$ cat src/sync_fifo.sv
`timescale 1ns/1ps
`default_nettype none

module sync_fifo #(
  parameter type T     = logic,
  parameter int  DEPTH = 4
) (
  input  logic clk,
  input  logic i_arst_n,
  input  logic i_push,
  input  T     i_data,
  input  logic i_pop,
  output T     o_data,
  output logic o_empty,
  output logic o_full
);

  localparam int PW = (DEPTH > 1) ? $clog2(DEPTH) : 1;
  localparam int CW = $clog2(DEPTH + 1);

  T              mem [DEPTH];
  logic [PW-1:0] wr_ptr;
  logic [PW-1:0] rd_ptr;
  logic [CW-1:0] count;

  always_ff @(posedge clk)
  begin
    if (i_push)
    begin
      mem[wr_ptr] <= i_data;
    end
  end

  always_ff @(posedge clk or negedge i_arst_n)
  begin
    if (!i_arst_n)
    begin
      wr_ptr <= '0;
      rd_ptr <= '0;
      count  <= '0;
    end
    else
    begin
      if (i_push)
      begin
        wr_ptr <= (wr_ptr == PW'(DEPTH - 1)) ? '0 : wr_ptr + 1'b1;
      end
      if (i_pop)
      begin
        rd_ptr <= (rd_ptr == PW'(DEPTH - 1)) ? '0 : rd_ptr + 1'b1;
      end
      count <= count + CW'(i_push) - CW'(i_pop);
    end
  end

  assign o_data  = mem[rd_ptr];
  assign o_empty = (count == '0);
  assign o_full  = (count == CW'(DEPTH));

  a_no_overflow: assert property (@(posedge clk) disable iff (!i_arst_n) i_push |-> !o_full)
    else $error("sync_fifo: push while full");

  a_no_underflow: assert property (@(posedge clk) disable iff (!i_arst_n) i_pop |-> !o_empty)
    else $error("sync_fifo: pop while empty");

endmodule

`default_nettype wire

$ cat config.mk
export PLATFORM = sky130hd
export DESIGN_NAME = sync_fifo
export DESIGN_NICKNAME = d
export VERILOG_FILES = /design/src/sync_fifo.sv
export SDC_FILE = /design/constraint.sdc
export NUM_CORES = 1
export LEC_CHECK = 0
export ABC_AREA = 1
export ABC_CLOCK_PERIOD_IN_PS = 4190
export BUFFER_PORTS_ARGS = -buffer_cell sky130_fd_sc_hd__buf_2
export CAP_MARGIN = 25
export CORE_AREA = 8 8 45 47
export DETAILED_ROUTE_END_ITERATION = 8
export DIE_AREA = 0 0 53 55
export SLEW_MARGIN = 20
export SYNTH_ARGS = -nofsm -noshare
export SYNTH_HDL_FRONTEND = slang
export SYNTH_SLANG_ARGS = --single-unit
$ cat constraint.sdc
create_clock -name clk -period 4.19 [get_ports clk]
set_clock_uncertainty 0.15 [all_clocks]
set_input_delay 0.838 -clock clk [delete_from_list [all_inputs] [get_ports clk]]
set_output_delay 0.838 -clock clk [all_outputs]
set_load 0.01 [all_outputs]
==> results by group <==
Setup path
  – WP buf/inv: 3
  – Setup crit end kind: register
  – Worst setup SP type: input port
  – Crit-path slowest cell: fa_1
  – Sequence of cells on the critical path: buf_2, ha_1, inv_1, ha_1, fa_1, inv_1, nand2_1, nand3_1, nand2_1
  – Crit path required time: 4.20 ns
  – CP Max Fanout: 5
  – Crit Path Class: in2reg
  – CP arrival: 2.10 ns
  – Slowest stage delay, CP: 0.39 ns
  – CP delay by family, top: adder cells

Pwr
  – Sequential share of power: 43.8%
  – Power Internal: 0.256 mW
  – Combinational fraction of design power: 39.5%
  – Leakage: 0.393 nW
  – Final Total Pwr: 0.422 mW
  – Sw frac: 39.3%
  – VDD IR max: 0.362 mV
  – Net switching power: 0.166 mW
  – PD cells: 625 nW/um^2
  – Clock power frac: 16.7%

STA
  – RSZ-0062 raised after global routing: false
  – Fin crit share: 49.9%
  – Fmax: 478 MHz
  – Fin crit period: 2.09 ns
  – Fin Hold WS: 0.246 ns
  – Setup-failing EPs final: 0
  – Worst-margin pin slew: 0.193 ns
  – Final hold vios: 0
  – Slew HR: 87.0%
  – Final TNS setup: 0 ns
  – Fin. max-slew vios: 0

Floorplanning
  – Cell Rows: 14
  – Full die area: 2920 um^2
  – Die Wd: 53 um
  – Ports: 8
  – Total core area: 1380 um^2
  – Initial core utilization: 42.9%
  – Die height: 55 um

Yosys
  – Synthesized instance count: 66
  – Post-synthesis sequential area ratio: 49.8%
  – Post-synth net total: 79
  – Area contributors post-synth: dfrtp_1, edfxtp_1, ha_1, nand2_1, inv_1
  – Synth top area share: 29.5%
  – Syn Area/Cell: 8.99 um^2
  – Cell taking the most area after synthesis: dfrtp_1
  – Cell variety after synth: 13
  – #FFs+latches synth: 11
  – Mapped cell area: 593 um^2
  – Synth warnings: 0

Final layout
  – Nets@finish: 91
  – Non-filler instance count after layout: 93
  – Area grow syn2layout: 13.9%
  – Seq. cell area: 295 um^2
  – Share of cells above drive strength 1: 18.2%
  – Multi-input logic area: 230 um^2
  – Core Util, Final: 48.8%
  – # diodes: 0
  – Fillers: 139

CTS
  – CTS tree: built
  – Postcts setup bufs: 0
  – CTS resizes: 0
  – Clock buffer count from CTS: 3
  – CTS sink cnt: 11
  – Clock-pin slew on the worst setup and hold paths: 0.07 ns
  – Clock Path Buffers: 2
  – Latest clock arrival within the worst-skew pair: 0.26 ns
  – Number of H-tree levels: 1
  – Hold buffer count at cts: 0
  – CTS Root Cell: clkbuf_4

Route
  – Vias per cell: 4.44
  – Via Count: 413
  – DR iter-0 viols: 4
  – Routed wire per std cell: 9.83 um
  – Routed Antenna Nets: 0
  – WL final: 914 um
  – Residual DRC: 0
  – DRT Pass-1 Iters: 2

Global routing
  – Initial antenna violation count: 0
  – GRT Residual Overflow: 0
  – First-pass GRT wire length: 1570 um
  – Gr usage total: 7.41%
  – M1 GR Usage: 7.38%
  – Largest net degree at the start of global routing: 10
  – Met2 Use GR: 12.9%
  – Grt met3 use: 4.01%
  – GRT busiest layer: met2
  – Number of global-route vias before repair: 395

Place
  – Port bufs: 7
  – Placed Cells: 89
  – Hpwl dp: 733 um
  – GPL Wtd Cong: 0.788

Min path
  – Hold WC Path Type: in2async

Run
  – Max-Cap Viols: 0

Status
  – Run status: complete, no violations
==> final timing paths <==
check / end / depth (start not counted) / slack, ns / from
max in group asynchronous: wr_ptr[0] / 1 / 3.48 / i_arst_n
min in group clk: count[2] / 2 / 0.40 / count[1]
setup reg to reg: count[2] / 9 / 2.38 / count[0]
setup / recovery: count[2] / 9 / 2.10 / i_pop
hold reg to reg: count[2] / 2 / 0.40 / count[1]
hold / removal: count[1] / 1 / 0.25 / i_arst_n
==> synthesized netlist by cell type (all sizes together) <==
cell type,instances
inv,18
nand2,18
dfrtp,7
ha,7
edfxtp,4
o21ai,4
nand3,3
nor2,2
nor3,2
fa,1
==> layer usage <==
metal  part of all wire (%)  wire (um)
met1                     41        373
met2                     54        490
met3                    5.5         50
met4                      0          0
met5                      0          0
==> cell usage in the layout, fill, tap and decap left out <==
| cell | netlist | layout |
|---|---|---|
| fa_1 | 1 | 1 |
| inv_1 | 16 | 16 |
| nand3_1 | 3 | 3 |
| o21ai_0 | 2 | 2 |
| edfxtp_1 | 4 | 4 |
| nor3_1 | 2 | 2 |
| nand2_2 | 1 | 1 |
| o21ai_1 | 2 | 2 |
| nand2_1 | 17 | 17 |
| clkbuf_4 | 0 | 3 |
| nor2_1 | 2 | 2 |
| clkinv_2 | 0 | 1 |
| inv_2 | 2 | 2 |
| dfrtp_1 | 7 | 7 |
| ha_1 | 7 | 7 |
| buf_2 | 0 | 7 |
==> sequential cells by signal, indices dropped and copies added (netlist names) <==
signal  count
count       3
wr_ptr      2
rd_ptr      2
mem         4
==> power groups by stage <==
stage	Clock (mW)	Combinational [mW]	Sequential [mW]
floorplan	0	0.127	0.179
global placement	0	0.162	0.186
detailed placement	0	0.170	0.187
CTS	0.0747	0.171	0.185
global route	0.0776	0.201	0.190
finish	0.0704	0.167	0.185
==> area by class of cell <==
| cell class | count | share of cell area (%) |
|---|---|---|
| Inverter | 18 | 10.0 |
| Tap cell | 16 | 2.96 |
| Timing Repair Buffer | 7 | 5.19 |
| Multi-Input combinational cell | 37 | 34.1 |
| Clock buffer | 3 | 3.33 |
| Clock inverter | 1 | 0.741 |
| Sequential cell | 11 | 43.7 |
==> per-stage QoR <==
step           cell area, um^2  setup slack (ns)
2_1_floorplan              593              2.01
3_3_place_gp               648              1.83
3_5_place_dp               648              1.82
4_1_cts                    676              2.11
5_1_grt                    676              2.00
6_report                   676              2.10
==> logic make-up after synthesis <==
logic type      after synthesis  synth area share [%]
simple gates                 25                  17.3
buf+inv                      18                  11.4
flops                        11                  49.8
fa+ha+maj                     8                  18.1
compound gates                4                  3.38
Power figures use the tool's default switching activity.
