$ cat src/soc_pkg.sv
`default_nettype none

package soc_pkg;

  localparam int ADDR_W = 32;
  localparam int DATA_W = 32;
  localparam int MASK_W = 4;

  // Top two address bits select the I/O block
  localparam logic [1:0] IO_REGION = 2'b11;

  // Byte offsets of the I/O registers inside the region
  localparam logic [ADDR_W-3:0] LED_OFFSET  = '0;
  localparam logic [ADDR_W-3:0] KEYS_OFFSET = (ADDR_W-2)'(4);

  typedef struct packed {
    logic              write;
    logic [ADDR_W-1:0] addr;
    logic [DATA_W-1:0] wdata;
    logic [MASK_W-1:0] rd_mask;
    logic [MASK_W-1:0] wr_mask;
  } bus_req_t;

  typedef struct packed {
    logic [DATA_W-1:0] rdata;
    logic              err;
  } bus_rsp_t;

  typedef struct packed {
    logic     valid;
    bus_req_t req;
  } slave_req_t;

  typedef struct packed {
    logic     valid;
    bus_rsp_t rsp;
  } slave_rsp_t;

  // Zero the byte lanes not selected by the read mask
  function automatic logic [DATA_W-1:0] apply_rd_mask(input logic [DATA_W-1:0] data,
                                                      input logic [MASK_W-1:0] mask);
    logic [DATA_W-1:0] res;
    for (int b = 0; b < MASK_W; b++)
    begin
      res[8*b +: 8] = mask[b] ? data[8*b +: 8] : 8'h00;
    end
    return res;
  endfunction

endpackage

`default_nettype wire

$ cat src/io_regs.sv
`timescale 1ns/1ps
`default_nettype none

module io_regs (
  input  logic                clk,
  input  logic                i_arst_n,
  input  soc_pkg::slave_req_t i_req,
  input  logic [1:0]          i_keys,
  input  logic [3:0]          i_switches,
  output logic [7:0]          o_led,
  output soc_pkg::slave_rsp_t o_rsp
);

  logic [1:0]                 keys_meta;
  logic [1:0]                 keys_sync;
  logic [3:0]                 sw_meta;
  logic [3:0]                 sw_sync;
  logic [7:0]                 led_q;
  logic [soc_pkg::ADDR_W-3:0] offset;
  logic                       hit_led;
  logic                       hit_keys;
  logic [soc_pkg::DATA_W-1:0] rd_word;
  logic                       rsp_valid;
  logic                       rsp_err;
  logic [soc_pkg::DATA_W-1:0] rsp_data;

  assign offset   = i_req.req.addr[soc_pkg::ADDR_W-3:0];
  assign hit_led  = (offset == soc_pkg::LED_OFFSET);
  assign hit_keys = (offset == soc_pkg::KEYS_OFFSET);

  always_comb
  begin
    if (hit_led)
      rd_word = soc_pkg::DATA_W'(led_q);
    else if (hit_keys)
      rd_word = soc_pkg::DATA_W'({sw_sync, keys_sync});
    else
      rd_word = '0;
  end

  always_ff @(posedge clk or negedge i_arst_n)
  begin
    if (!i_arst_n)
    begin
      keys_meta <= '0;
      keys_sync <= '0;
      sw_meta   <= '0;
      sw_sync   <= '0;
      led_q     <= '0;
      rsp_valid <= 1'b0;
    end
    else
    begin
      keys_meta <= i_keys;
      keys_sync <= keys_meta;
      sw_meta   <= i_switches;
      sw_sync   <= sw_meta;
      rsp_valid <= i_req.valid;
      // LED takes only byte lane 0
      if (i_req.valid && i_req.req.write && hit_led && i_req.req.wr_mask[0])
      begin
        led_q <= i_req.req.wdata[7:0];
      end
    end
  end

  always_ff @(posedge clk)
  begin
    if (i_req.valid)
    begin
      rsp_err  <= !(hit_led || hit_keys);
      rsp_data <= i_req.req.write ? '0 : soc_pkg::apply_rd_mask(rd_word, i_req.req.rd_mask);
    end
  end

  assign o_led = led_q;
  assign o_rsp = '{valid: rsp_valid, rsp: '{rdata: rsp_data, err: rsp_err}};

endmodule

`default_nettype wire

$ cat config.mk
export PLATFORM = sky130hd
export DESIGN_NAME = io_regs
export DESIGN_NICKNAME = d
export VERILOG_FILES = /design/src/soc_pkg.sv /design/src/io_regs.sv
export SDC_FILE = /design/constraint.sdc
export NUM_CORES = 1
export LEC_CHECK = 0
export ABC_CLOCK_PERIOD_IN_PS = 1260
export BUFFER_PORTS_ARGS = -buffer_cell sky130_fd_sc_hd__buf_2
export CAP_MARGIN = 20
export CORE_MARGIN = 4
export CORE_UTILIZATION = 36
export DETAILED_ROUTE_END_ITERATION = 16
export GPL_TIMING_DRIVEN = 0
export MAX_ROUTING_LAYER = met4
export PLACE_DENSITY = 0.79
export SETUP_SLACK_MARGIN = 0.3
export SLEW_MARGIN = 20
export SYNTH_ARGS = -nofsm -noshare
export SYNTH_HDL_FRONTEND = slang
export SYNTH_SLANG_ARGS = --single-unit
$ cat constraint.sdc
create_clock -name clk -period 1.26 [get_ports clk]
set_clock_uncertainty 0.2 [all_clocks]
set_input_delay 0.126 -clock clk [delete_from_list [all_inputs] [get_ports clk]]
set_output_delay 0.126 -clock clk [all_outputs]
set_load 0.01 [all_outputs]
==> impl_metrics.yaml <==
worst_setup_path:
  worst_r2r_path_depth: 3
  critical_path_class: "primary input to register"
  critical_path.max_fanout: 8
  worstPathRequired_ps: 1260
  reg2reg_setup_slack_ps: 100
  critical_path.endpoint_type: "register"
  r2r-start: "o_led[1]"
  crit_slowest_cell: "mux2_4"
  rr_endpoint: "rsp_data[1]"
  worstPathCellList: "buf_2, nor4_4, nand4_1, buf_4, nor3_4, buf_12, mux2_4"
  crit_start: "i_req[56]"
  arrival_ps: 1470
  max_stage_delay_ps: 300
  cp-endpoint: "o_led[3]"
  start_kind: "primary input"
timing:
  period_share_pct: 116
  hold_viol_final: 18
  rsz0062_at_grt: "yes"
  finalCriticalPeriod_ps: 1470
  fin_hold_ws_ps: -161
  setup_violations: 16
  max_freq_mhz: 682
  maxSlewViolCount: 0
  setup_slack_ps: -206
floorplan:
  core_area_um2: 3420
  fp.dieH_um: 68.1
  rows: 21
  start_util_pct: 38.1
  die_w_um: 68.1
  io_pins: 124
  dieArea_um2: 4640
clocking:
  cts-buffers-inserted: 5
  cts-root-buf: "clkbuf_4"
  postCtsHoldBufs: 7
  clk_path_buf_depth: 2
  htreeDepth: 2
  cts.sinks: 30
  clk_pin_slew_worst_paths_ps: 90
  cts_tree: "yes"
  clock_latency_ps: 320
route:
  final_antenna_net_count: 0
  drt-pass1-iter-count: 6
  drc_errors: 0
  viasPerCell: 4.20
  wirelength_um: 3140
  drt_iter0_drc: 48
  vias: 1075
  wl_per_cell_um: 12.3
final_layout:
  utilization_pct: 64.1
  layout-drive-gt1-share_pct: 61.4
  num_antenna_cells: 0
  final_nets: 292
  final_area_um2: 2190
  area_growth_pct: 68.5
logic_synthesis:
  synthSimpleGateAreaFrac_pct: 10.7
  synth.yosys.seq_area_share_pct: 61.2
  synth_area_um2: 1300
  synth_compound_area_share_pct: 0
  synth.area.mux_share_pct: 11.5
  ys_warn_count: 0
  avgSynthCellArea_um2: 13.5
  synth_adder_area_share_pct: 0
  synth_xor_area_share_pct: 0
  synth_seq_cells: 30
  syn_inst: 96
  synth_top_family_by_area: "buffers and inverters"
  synth_cell_types: 17
global_routing:
  grt_pass1_wl_um: 4580
  grt_pass1_vias: 1041
  overflow: 0
  grt_max_degree: 22
  grt_usage_pct: 14.0
  antenna_found_initial: 0
hold_path:
  hp-class: "primary input to register"
  whs_path_depth: 2
run:
  cap_viol_max_count: 0
placement:
  port_buffers: 66
  placed_area_um2: 1830
  dp_hpwl_um: 2190
  place.gp.congestion: 0.703
  dp_slack_ps: -825
outcome:
  status: "complete, but fails checks"
  violations: "negative hold slack, negative setup slack"
pwr:
  pwr_density_cell_nw_per_um2: 839
  ir_drop_uv: 605
  leakage_nw: 1.14
how the worst min path moves through the flow:
| stage | from | end | slack [ps] |
|---|---|---|---|
| 2_1_floorplan | i_arst_n | keys_meta[0] | -370 |
| 3_3_place_gp | i_arst_n | rsp_valid | -110 |
| 3_5_place_dp | i_arst_n | o_led[7] | -110 |
| 4_1_cts | i_req[13] | o_led[5] | -170 |
| 5_1_grt | i_req[13] | o_led[5] | -190 |
| 6_report | i_req[15] | o_led[7] | -160 |
layout make-up:
class,count,area [µm²]
plain buffers,28,221
clock buffers,7,45.0
fillers,271,1220
inverters,1,3.75
multi-input cells,60,503
flip-flops and latches,30,796
well taps,46,57.6
repair buffers,84,564
kinds of logic (layout without fill, tap and decap cells):
logic type	count (synthesis)	count (layout)
muxes	14	14
DFF	30	30
and+or+nand+nor	22	22
buffers and inverters	29	120
other	1	24
critical path, delay by kind of cell:
kind          cells  cell delay, ps
buf+inv           3             450
mux               1             300
simple gates      3             580
per-layer routing:
metal  vias up  wire, µm  track usage (%)
met5         -         0                -
li1        511         -                -
met4         0        44             5.96
met2        61      1700             24.1
met3         4       299             3.94
met1       499      1100             15.1
metrics by stage:
step | power, mW | setup TNS [ps] | cells
global route | 1.93 | -3640 | 256
global placement | 1.30 | -11050 | 231
detailed placement | 1.30 | -11180 | 231
CTS | 1.83 | -3020 | 255
finish | 1.84 | -2730 | 256
floorplan | 1.18 | -5900 | 119
cell usage after synthesis:
cell	instances	area share, %
buf_2	1	0.38
nor4_1	6	2.9
edfxtp_1	9	21
inv_1	1	0.29
nor3_1	1	0.38
nand4_1	2	0.96
nor2_1	7	2.0
dfrtp_1	21	40
conb_1	1	0.29
buf_4	27	16
or4_1	1	0.58
or2_2	1	0.48
mux2_2	8	6.9
nor3b_2	2	1.9
nand4b_1	1	0.67
mux2i_1	6	4.6
nor3_2	1	0.77
layout by cell type, fill, tap and decap left out, drive strengths merged:
| cell type | n |
|---|---|
| dfrtp | 21 |
| nand4b | 1 |
| mux2i | 6 |
| nand4 | 2 |
| buf | 105 |
| conb | 24 |
| or4 | 1 |
| nor4 | 6 |
| nor3 | 2 |
| mux2 | 8 |
| dlygate4sd3 | 7 |
| nor3b | 2 |
| edfxtp | 9 |
| inv | 1 |
| or2 | 1 |
| clkbuf | 7 |
| nor2 | 7 |
flip-flops by register name (all words and copies together) (netlist names):
signal / count
sw_meta: 4
rsp_err: 1
keys_meta: 2
rsp_data: 8
rsp_valid: 1
o_led: 8
keys_sync: 2
sw_sync: 4
what timing repair did:
action,CTS,global route
pin swaps,13,4
buffers inserted,10,1
endpoints found under the hold margin,45,20
endpoints found under the setup margin,35,35
gates resized for setup,25,4
power by group:
part	total [mW]	internal (mW)	switching, mW	leakage (nW)
clock network	0.499	0.210	0.289	0.0254
logic	0.298	0.166	0.132	0.754
registers	1.04	1.03	0.00902	0.357
total	1.84	1.41	0.431	1.14
(Power assumes the default switching activity.)
