$ cat config.mk
export PLATFORM = sky130hd
export DESIGN_NAME = resp_merge
export DESIGN_NICKNAME = d
export VERILOG_FILES = /design/src/soc_pkg.sv /design/src/resp_merge.sv /design/src/sync_fifo.sv
export SDC_FILE = /design/constraint.sdc
export NUM_CORES = 1
export LEC_CHECK = 0
export ABC_AREA = 1
export ABC_CLOCK_PERIOD_IN_PS = 2450
export BUFFER_PORTS_ARGS = -buffer_cell sky130_fd_sc_hd__buf_4
export CORE_UTILIZATION = 27
export DETAILED_ROUTE_END_ITERATION = 7
export GPL_TIMING_DRIVEN = 0
export PLACE_DENSITY = 0.45
export SLEW_MARGIN = 20
export SYNTH_ARGS = -nofsm -noshare
export SYNTH_HDL_FRONTEND = slang
export SYNTH_SLANG_ARGS = --single-unit
$ cat constraint.sdc
create_clock -name clk -period 2.45 [get_ports clk]
set_input_delay 0.1225 -clock clk [delete_from_list [all_inputs] [get_ports clk]]
set_output_delay 0.1225 -clock clk [all_outputs]
set_load 0.01 [all_outputs]
$ cat src/soc_pkg.sv
`default_nettype none

package soc_pkg;

  localparam int ADDR_W = 32;
  localparam int DATA_W = 32;
  localparam int MASK_W = 4;

  // Top two address bits select the I/O block
  localparam logic [1:0] IO_REGION = 2'b11;

  // Byte offsets of the I/O registers inside the region
  localparam logic [ADDR_W-3:0] LED_OFFSET  = '0;
  localparam logic [ADDR_W-3:0] KEYS_OFFSET = (ADDR_W-2)'(4);

  typedef struct packed {
    logic              write;
    logic [ADDR_W-1:0] addr;
    logic [DATA_W-1:0] wdata;
    logic [MASK_W-1:0] rd_mask;
    logic [MASK_W-1:0] wr_mask;
  } bus_req_t;

  typedef struct packed {
    logic [DATA_W-1:0] rdata;
    logic              err;
  } bus_rsp_t;

  typedef struct packed {
    logic     valid;
    bus_req_t req;
  } slave_req_t;

  typedef struct packed {
    logic     valid;
    bus_rsp_t rsp;
  } slave_rsp_t;

  // Zero the byte lanes not selected by the read mask
  function automatic logic [DATA_W-1:0] apply_rd_mask(input logic [DATA_W-1:0] data,
                                                      input logic [MASK_W-1:0] mask);
    logic [DATA_W-1:0] res;
    for (int b = 0; b < MASK_W; b++)
    begin
      res[8*b +: 8] = mask[b] ? data[8*b +: 8] : 8'h00;
    end
    return res;
  endfunction

endpackage

`default_nettype wire

$ cat src/resp_merge.sv
`timescale 1ns/1ps
`default_nettype none

module resp_merge #(
  parameter int RSP_DEPTH   = 4,
  parameter int RSP_CREDITS = 2
) (
  input  logic                clk,
  input  logic                i_arst_n,
  input  soc_pkg::slave_rsp_t i_mem_rsp,
  input  soc_pkg::slave_rsp_t i_io_rsp,
  input  logic                i_dispatch,
  input  logic                i_rsp_credit,
  output logic                o_slot_free,
  output logic                o_rsp_valid,
  output soc_pkg::bus_rsp_t   o_rsp
);

  localparam int RW = $clog2(RSP_DEPTH + 1);
  localparam int KW = $clog2(RSP_CREDITS + 1);

  soc_pkg::bus_rsp_t in_rsp;
  logic              in_push;
  logic              q_empty;
  logic              rsp_pop;
  logic [RW-1:0]     reserved_q;
  logic [KW-1:0]     credits_q;

  // Same slave latency, so at most one response per cycle
  always_comb
  begin
    in_push = i_mem_rsp.valid || i_io_rsp.valid;
    in_rsp  = i_mem_rsp.valid ? i_mem_rsp.rsp : i_io_rsp.rsp;
  end

  sync_fifo #(
    .T     (soc_pkg::bus_rsp_t),
    .DEPTH (RSP_DEPTH)
  ) rsp_fifo0 (
    .clk      (clk),
    .i_arst_n (i_arst_n),
    .i_push   (in_push),
    .i_data   (in_rsp),
    .i_pop    (rsp_pop),
    .o_data   (o_rsp),
    .o_empty  (q_empty),
    .o_full   ()
  );

  assign rsp_pop     = !q_empty && (credits_q != '0);
  assign o_rsp_valid = rsp_pop;
  // Reserved covers in-flight dispatches and queued responses
  assign o_slot_free = (reserved_q < RW'(RSP_DEPTH));

  always_ff @(posedge clk or negedge i_arst_n)
  begin
    if (!i_arst_n)
    begin
      reserved_q <= '0;
      credits_q  <= KW'(RSP_CREDITS);
    end
    else
    begin
      reserved_q <= reserved_q + RW'(i_dispatch) - RW'(rsp_pop);
      credits_q  <= credits_q + KW'(i_rsp_credit) - KW'(rsp_pop);
    end
  end

  a_single_rsp: assert property (@(posedge clk) disable iff (!i_arst_n)
    !(i_mem_rsp.valid && i_io_rsp.valid))
    else $error("resp_merge: two slave responses in one cycle");

  a_rsp_latency: assert property (@(posedge clk) disable iff (!i_arst_n)
    i_dispatch |=> in_push)
    else $error("resp_merge: slave missed its one-cycle response");

  a_credit_max: assert property (@(posedge clk) disable iff (!i_arst_n)
    credits_q <= KW'(RSP_CREDITS))
    else $error("resp_merge: more response credits returned than issued");

endmodule

`default_nettype wire

$ cat src/sync_fifo.sv
`timescale 1ns/1ps
`default_nettype none

module sync_fifo #(
  parameter type T     = logic,
  parameter int  DEPTH = 4
) (
  input  logic clk,
  input  logic i_arst_n,
  input  logic i_push,
  input  T     i_data,
  input  logic i_pop,
  output T     o_data,
  output logic o_empty,
  output logic o_full
);

  localparam int PW = (DEPTH > 1) ? $clog2(DEPTH) : 1;
  localparam int CW = $clog2(DEPTH + 1);

  T              mem [DEPTH];
  logic [PW-1:0] wr_ptr;
  logic [PW-1:0] rd_ptr;
  logic [CW-1:0] count;

  always_ff @(posedge clk)
  begin
    if (i_push)
    begin
      mem[wr_ptr] <= i_data;
    end
  end

  always_ff @(posedge clk or negedge i_arst_n)
  begin
    if (!i_arst_n)
    begin
      wr_ptr <= '0;
      rd_ptr <= '0;
      count  <= '0;
    end
    else
    begin
      if (i_push)
      begin
        wr_ptr <= (wr_ptr == PW'(DEPTH - 1)) ? '0 : wr_ptr + 1'b1;
      end
      if (i_pop)
      begin
        rd_ptr <= (rd_ptr == PW'(DEPTH - 1)) ? '0 : rd_ptr + 1'b1;
      end
      count <= count + CW'(i_push) - CW'(i_pop);
    end
  end

  assign o_data  = mem[rd_ptr];
  assign o_empty = (count == '0);
  assign o_full  = (count == CW'(DEPTH));

  a_no_overflow: assert property (@(posedge clk) disable iff (!i_arst_n) i_push |-> !o_full)
    else $error("sync_fifo: push while full");

  a_no_underflow: assert property (@(posedge clk) disable iff (!i_arst_n) i_pop |-> !o_empty)
    else $error("sync_fifo: pop while empty");

endmodule

`default_nettype wire

==> results of run 1 <==
repair_timing:
action,in CTS,in global routing
buffers inserted,0,0
resized for setup,0,2
hold buffers,3,0
endpoints found under the setup margin,0,1
hold endpoints to repair,14,0
worst reg2reg max path: stages (launching register included):
cell and delay (ns):
dfrtp_1 0.40, inv_1 0.11, ha_1 0.16, inv_1 0.06, nor2_4 0.55, buf_16 0.25
cells in the mapped netlist (all sizes together):
cell / n / share of area [%]
o21ai: 71 / 5.9
o22ai: 33 / 4.5
nand2: 109 / 6.7
nor2: 73 / 5.8
xnor2: 3 / 0.43
nand3: 3 / 0.24
xor2: 3 / 0.43
ha: 8 / 1.6
buf: 23 / 2.7
inv: 19 / 1.2
or2: 1 / 0.10
dfstp: 1 / 0.43
fa: 2 / 0.65
dfrtp: 11 / 4.5
clkbuf: 4 / 0.31
edfxtp: 132 / 65
power by group through the flow:
stage	Clock [mW]	Combinational [mW]	Sequential, mW
global route	2.95	4.51	3.82
global placement	0	3.93	3.83
finish	2.78	4.07	3.76
floorplan	0	2.31	3.76
CTS	2.84	4.20	3.76
detailed placement	0	4.19	3.81
stage by stage:
step	util (%)	setup TNS (ns)	worst slack, ns	instances
floorplan	-	0	0.0859	496
global placement	33.0	-76.87	-1.38	881
detailed placement	33.6	0	0.557	885
CTS	36.6	0	0.0951	920
global route	36.6	0	0.114	920
finish	36.6	0	0.265	920
kinds of logic after synthesis:
logic type	count (synthesis)	synth area share [%]
buffers and inverters	46	4.14
xor gates and xnor gates	6	0.857
AOI/OAI and AO/OA	104	10.3
adders and majority gates	10	2.29
DFF	144	69.6
and+or+nand+nor	186	12.8
metal layers:
metal | global-route usage (%) | wire length [um]
met2 | 24.1 | 7880
met3 | 3.44 | 643
met1 | 16.8 | 6760
met5 | 0 | 0
met4 | 4.52 | 183
registers in the layout, indices dropped and copies added (netlist names):
signal,flops
reserved_q,3
rsp_fifo0.rd_ptr,2
rsp_fifo0.mem,132
credits_q,2
rsp_fifo0.count,3
rsp_fifo0.wr_ptr,2
worst paths after layout:
check	startpoint	to	slack, ns
min	i_io_rsp[3]	rsp_fifo0.mem[2][3]	0.03
min reg2reg	credits_q[1]	credits_q[1]	0.51
max	rsp_fifo0.rd_ptr[1]	o_rsp[10]	0.26
max reg2reg	rsp_fifo0.wr_ptr[1]	rsp_fifo0.mem[1][17]	0.62
min in group asynchronous	i_arst_n	rsp_fifo0.wr_ptr[1]	0.08
max in group asynchronous	i_arst_n	credits_q[1]	2.14
layout make-up:
cell class / count / area share [%]
flip-flops and latches: 144 / 52.9
multi-input cells: 306 / 20.3
repair buffers: 112 / 11.3
clock buffers: 19 / 5.36
well taps: 280 / 4.34
clock inverters: 13 / 2.62
plain buffers: 27 / 2.28
inverters: 19 / 0.884
==> impl_metrics.json, run 1 <==
{
  "gr-total-overflow": 0,
  "die-area_um2": 23300,
  "dieWidth_um": 153,
  "place_congestion": 0.677,
  "grt_pass1_vias": 4223,
  "finalPower_mw": 10.6,
  "synthesis.instances": 496,
  "cp_data_required_time_ns": 2.33,
  "synth_fp_nets": 578,
  "nNetsFinal": 709,
  "clk_pin_slew_ns": 0.06,
  "pwr-share-seq_pct": 35.4,
  "drive_above_1_share_pct": 31.1,
  "syn_area_um2": 6130,
  "drc_errors": 6,
  "period_share_pct": 89.2,
  "hold_violations": 0,
  "ys_ff_latch": 144,
  "switching_power_mw": 3.65,
  "ys_types": 26,
  "violations": "design-rule violations",
  "slew_viol_final": 0,
  "crit_cells": 5,
  "num_rows": 54,
  "vias_per_cell": 4.40,
  "io_buffers": 105,
  "cp_max_fo": 10,
  "final_common_cell": "edfxtp_1",
  "crit_path_end_kind": "primary output",
  "h-tree-depth": 4,
  "worstMarginPinSlew_ns": 0.691,
  "skew_ns": 0.00920,
  "hold_class": "input port to flip-flop",
  "cts.sinks": 144,
  "fin_area_um2": 8070,
  "p_int_mw": 6.96,
  "p_leak_nw": 3.17,
  "routedWlPerCell_um": 16.8,
  "whs_ns": 0.0341,
  "crit_arrival_ns": 2.06,
  "crit_type": "flip-flop to primary output",
  "ios": 107,
  "clockBufferDepth": 2,
  "cts_inserted_buffers": 17,
  "drtPass1Iterations": 6,
  "hpwl_um": 10100,
  "grt_antenna_before_repair": 0,
  "setup_viol": 0,
  "syn_to_final_growth_pct": 31.6,
  "max_cap_violations": 0,
  "wirelength_um": 15500,
  "grt_start_max_net_pins": 21,
  "die_h_um": 153,
  "fillers": 2138,
  "multi_input_area_um2": 1640,
  "power.density_nw_per_um2": 1320,
  "clock_latency_ns": 0.42,
  "cpPeakStageDelay_ns": 0.49,
  "ir_drop_v": 0.000550,
  "drt_iter0_markers": 220,
  "swShare_pct": 34.4,
  "mostFrequentLayoutCells": "edfxtp_1, nand2_1, buf_4",
  "vias": 4044,
  "rsz0062_at_grt": "no",
  "status": "complete, but fails checks",
  "cp_cell_sequence": "inv_2 > clkbuf_1 > o21ai_0 > o22ai_2 > buf_4",
  "avgSynthCellArea_um2": 12.4,
  "synth-warning-count": 0,
  "slew_headroom_pct": 53.8,
  "cp_top_family": "buffers and inverters",
  "critical_path.startpoint_type": "flip-flop",
  "clock-root-buffer": "clkbuf_16",
  "grt.total_usage_pct": 13.9,
  "ant_nets": 0,
  "initial_utilization_pct": 27.8,
  "fmax_mhz": 458,
  "seq_area_um2": 4270,
  "placed_cell_area_um2": 7390,
  "cpMaxStageDelayCell": "dfrtp_1",
  "period_needed_ns": 2.19,
  "core_um2": 22000,
  "power_frac_comb_pct": 38.4,
  "cp_num_buf_inv": 3,
  "hold_depth": 3,
  "num_antenna_cells": 0,
  "reg2reg_depth": 5,
  "yosysSeqAreaShare_pct": 69.6,
  "pwr-share-clk_pct": 26.2,
  "grt_pass1_wl_um": 23500,
  "cts_tree": "built"
}
Power figures use the tool's default switching activity.
==> run 2, diff against run 1 <==
--- a/config.mk
+++ b/config.mk
@@ -12,7 +12,9 @@
 export DETAILED_ROUTE_END_ITERATION = 7
 export GPL_TIMING_DRIVEN = 0
 export PLACE_DENSITY = 0.45
+export SETUP_SLACK_MARGIN = 0.2
 export SLEW_MARGIN = 20
 export SYNTH_ARGS = -nofsm -noshare
 export SYNTH_HDL_FRONTEND = slang
+export SYNTH_HIERARCHICAL = 1
 export SYNTH_SLANG_ARGS = --single-unit
==> impl_metrics.json, run 2 <==
{
  "worstMarginPinSlew_ns": 0.647,
  "reg2reg_depth": 11,
  "status": "finished, final reports clean",
  "wirelength_um": 16000,
  "final_common_cell": "nand2_1",
  "hold_start": "i_io_rsp[10]",
  "holdPathEnd": "rsp_fifo0/mem[1][10]",
  "vias_per_cell": 3.97,
  "hold_class": "input port to flip-flop",
  "initial_utilization_pct": 27.6,
  "clk_pin_slew_ns": 0.06,
  "p_leak_nw": 4.17,
  "num_rows": 57,
  "syn_area_um2": 6760,
  "whs_ns": 0.0424,
  "slew_headroom_pct": 56.9,
  "finalSetupTns_ns": 0,
  "ios": 107,
  "finalPower_mw": 10.3,
  "vias": 4663,
  "rrSetupSlack_ns": 0.43,
  "fmax_mhz": 495,
  "drc_errors": 0,
  "cts_inserted_buffers": 17,
  "drive_above_1_share_pct": 21.5,
  "period_share_pct": 82.5,
  "power.density_nw_per_um2": 1200,
  "synth-warning-count": 6,
  "crit_type": "flip-flop to flip-flop",
  "gr-total-overflow": 0,
  "grt_pass1_vias": 4441,
  "io_buffers": 105,
  "cp_data_required_time_ns": 2.81,
  "ir_drop_v": 0.000512,
  "critical_path.startpoint_type": "flip-flop",
  "drtPass1Iterations": 4,
  "instances_no_fill": 1176,
  "period_needed_ns": 2.02,
  "cp_max_fo": 6,
  "syn_to_final_growth_pct": 27.6,
  "num_antenna_cells": 0,
  "cts_tree": "built",
  "grt_antenna_before_repair": 0,
  "die_h_um": 160,
  "r2r_end": "rsp_fifo0/count[2]",
  "r2r-start": "rsp_fifo0/count[1]",
  "synthesis.instances": 708,
  "crit_arrival_ns": 2.38,
  "ant_nets": 0,
  "drt_iter0_markers": 273,
  "clock_latency_ns": 0.42,
  "die-area_um2": 25700,
  "place_congestion": 0.713,
  "avgSynthCellArea_um2": 9.54,
  "hold_depth": 3,
  "slew_viol_final": 0,
  "grt.total_usage_pct": 13.2,
  "rsz0062_at_grt": "no",
  "max_cap_violations": 0,
  "nNetsFinal": 923,
  "dieWidth_um": 160,
  "grt_pass1_wl_um": 24900,
  "setup_viol": 0,
  "grt_start_max_net_pins": 26,
  "hpwl_um": 10500,
  "largest_reg_flops": 132,
  "core_um2": 24500,
  "skew_ns": 0.00890,
  "hold_violations": 0,
  "clockBufferDepth": 2,
  "h-tree-depth": 4,
  "clock-root-buffer": "clkbuf_16",
  "cts.sinks": 144,
  "routedWlPerCell_um": 13.6,
  "crit_path_end_kind": "flip-flop",
  "place_inst": 1141,
  "synth_fp_nets": 791,
  "top_regs": "rsp_fifo0/mem (132), reserved_q (3), rsp_fifo0/count (3)",
  "mostFrequentLayoutCells": "nand2_1, inv_1, edfxtp_1",
  "top_register": "rsp_fifo0/mem"
}
[run 2: worst max-delay path, cell delays in order (launching register included)]
cell	delay, ns
dfrtp_1	0.40
nor3_2	0.22
inv_2	0.08
nand2_1	0.10
inv_2	0.08
ha_1	0.28
inv_1	0.03
ha_1	0.18
fa_1	0.39
inv_1	0.06
nand3_1	0.07
nand2_1	0.07
[run 2: worst max-delay path by stage]
stage | startpoint | endpoint | slack, ns | cells after the start
finish | rsp_fifo0/count[1] | rsp_fifo0/count[2] | 0.43 | 11
global route | rsp_fifo0/count[1] | rsp_fifo0/count[2] | 0.21 | 11
CTS | rsp_fifo0/count[1] | rsp_fifo0/count[2] | 0.23 | 11
detailed placement | rsp_fifo0/count[1] | rsp_fifo0/count[2] | 0.27 | 11
global placement | rsp_fifo0/wr_ptr[0] | rsp_fifo0/mem[2][16] | 0.02 | 4
floorplan | rsp_fifo0/count[1] | rsp_fifo0/count[2] | 0.48 | 11
[run 2: where the power goes]
part           switching [mW]  leakage [nW]  total (mW)  internal, mW
Sequential              0.173          1.38        3.69          3.51
Clock                   0.959         0.262        2.43          1.47
Combinational            2.58          2.53        4.21          1.63
[run 2: cell type report]
cell class              count  area [um2]
fillers                  2483       15800
flip-flops and latches    144        4270
multi-input cells         380        1670
repair buffers            113         906
inverters                 155         589
clock buffers              17         425
well taps                 324         405
plain buffers              29         236
clock inverters            14         125
[run 2: repair_timing]
action / 4_1_cts / 5_1_grt
setup buffers: 0 / 1
hold endpoints to repair: 14 / 0
endpoints found under the setup margin: 0 / 2
resized for setup: 0 / 3
hold buffers: 3 / 0
[run 2: per-stage QoR]
stage | util (%) | cell area (um2) | setup WS (ns)
2_1_floorplan | - | 6760 | 0.485
3_3_place_gp | 32.5 | 7950 | 0.0200
3_5_place_dp | 32.8 | 8030 | 0.267
4_1_cts | 35.2 | 8610 | 0.233
5_1_grt | 35.3 | 8620 | 0.212
6_report | 35.3 | 8620 | 0.429
[run 2: per-layer routing]
| metal | part of all wire [%] | global-route usage, % | vias to the layer above |
|---|---|---|---|
| li1 | - | - | 2444 |
| met1 | 47 | 16.8 | 2127 |
| met2 | 49 | 22.1 | 81 |
| met5 | 0 | 0 | - |
| met4 | 0.85 | 4.42 | 0 |
| met3 | 3.3 | 2.96 | 11 |
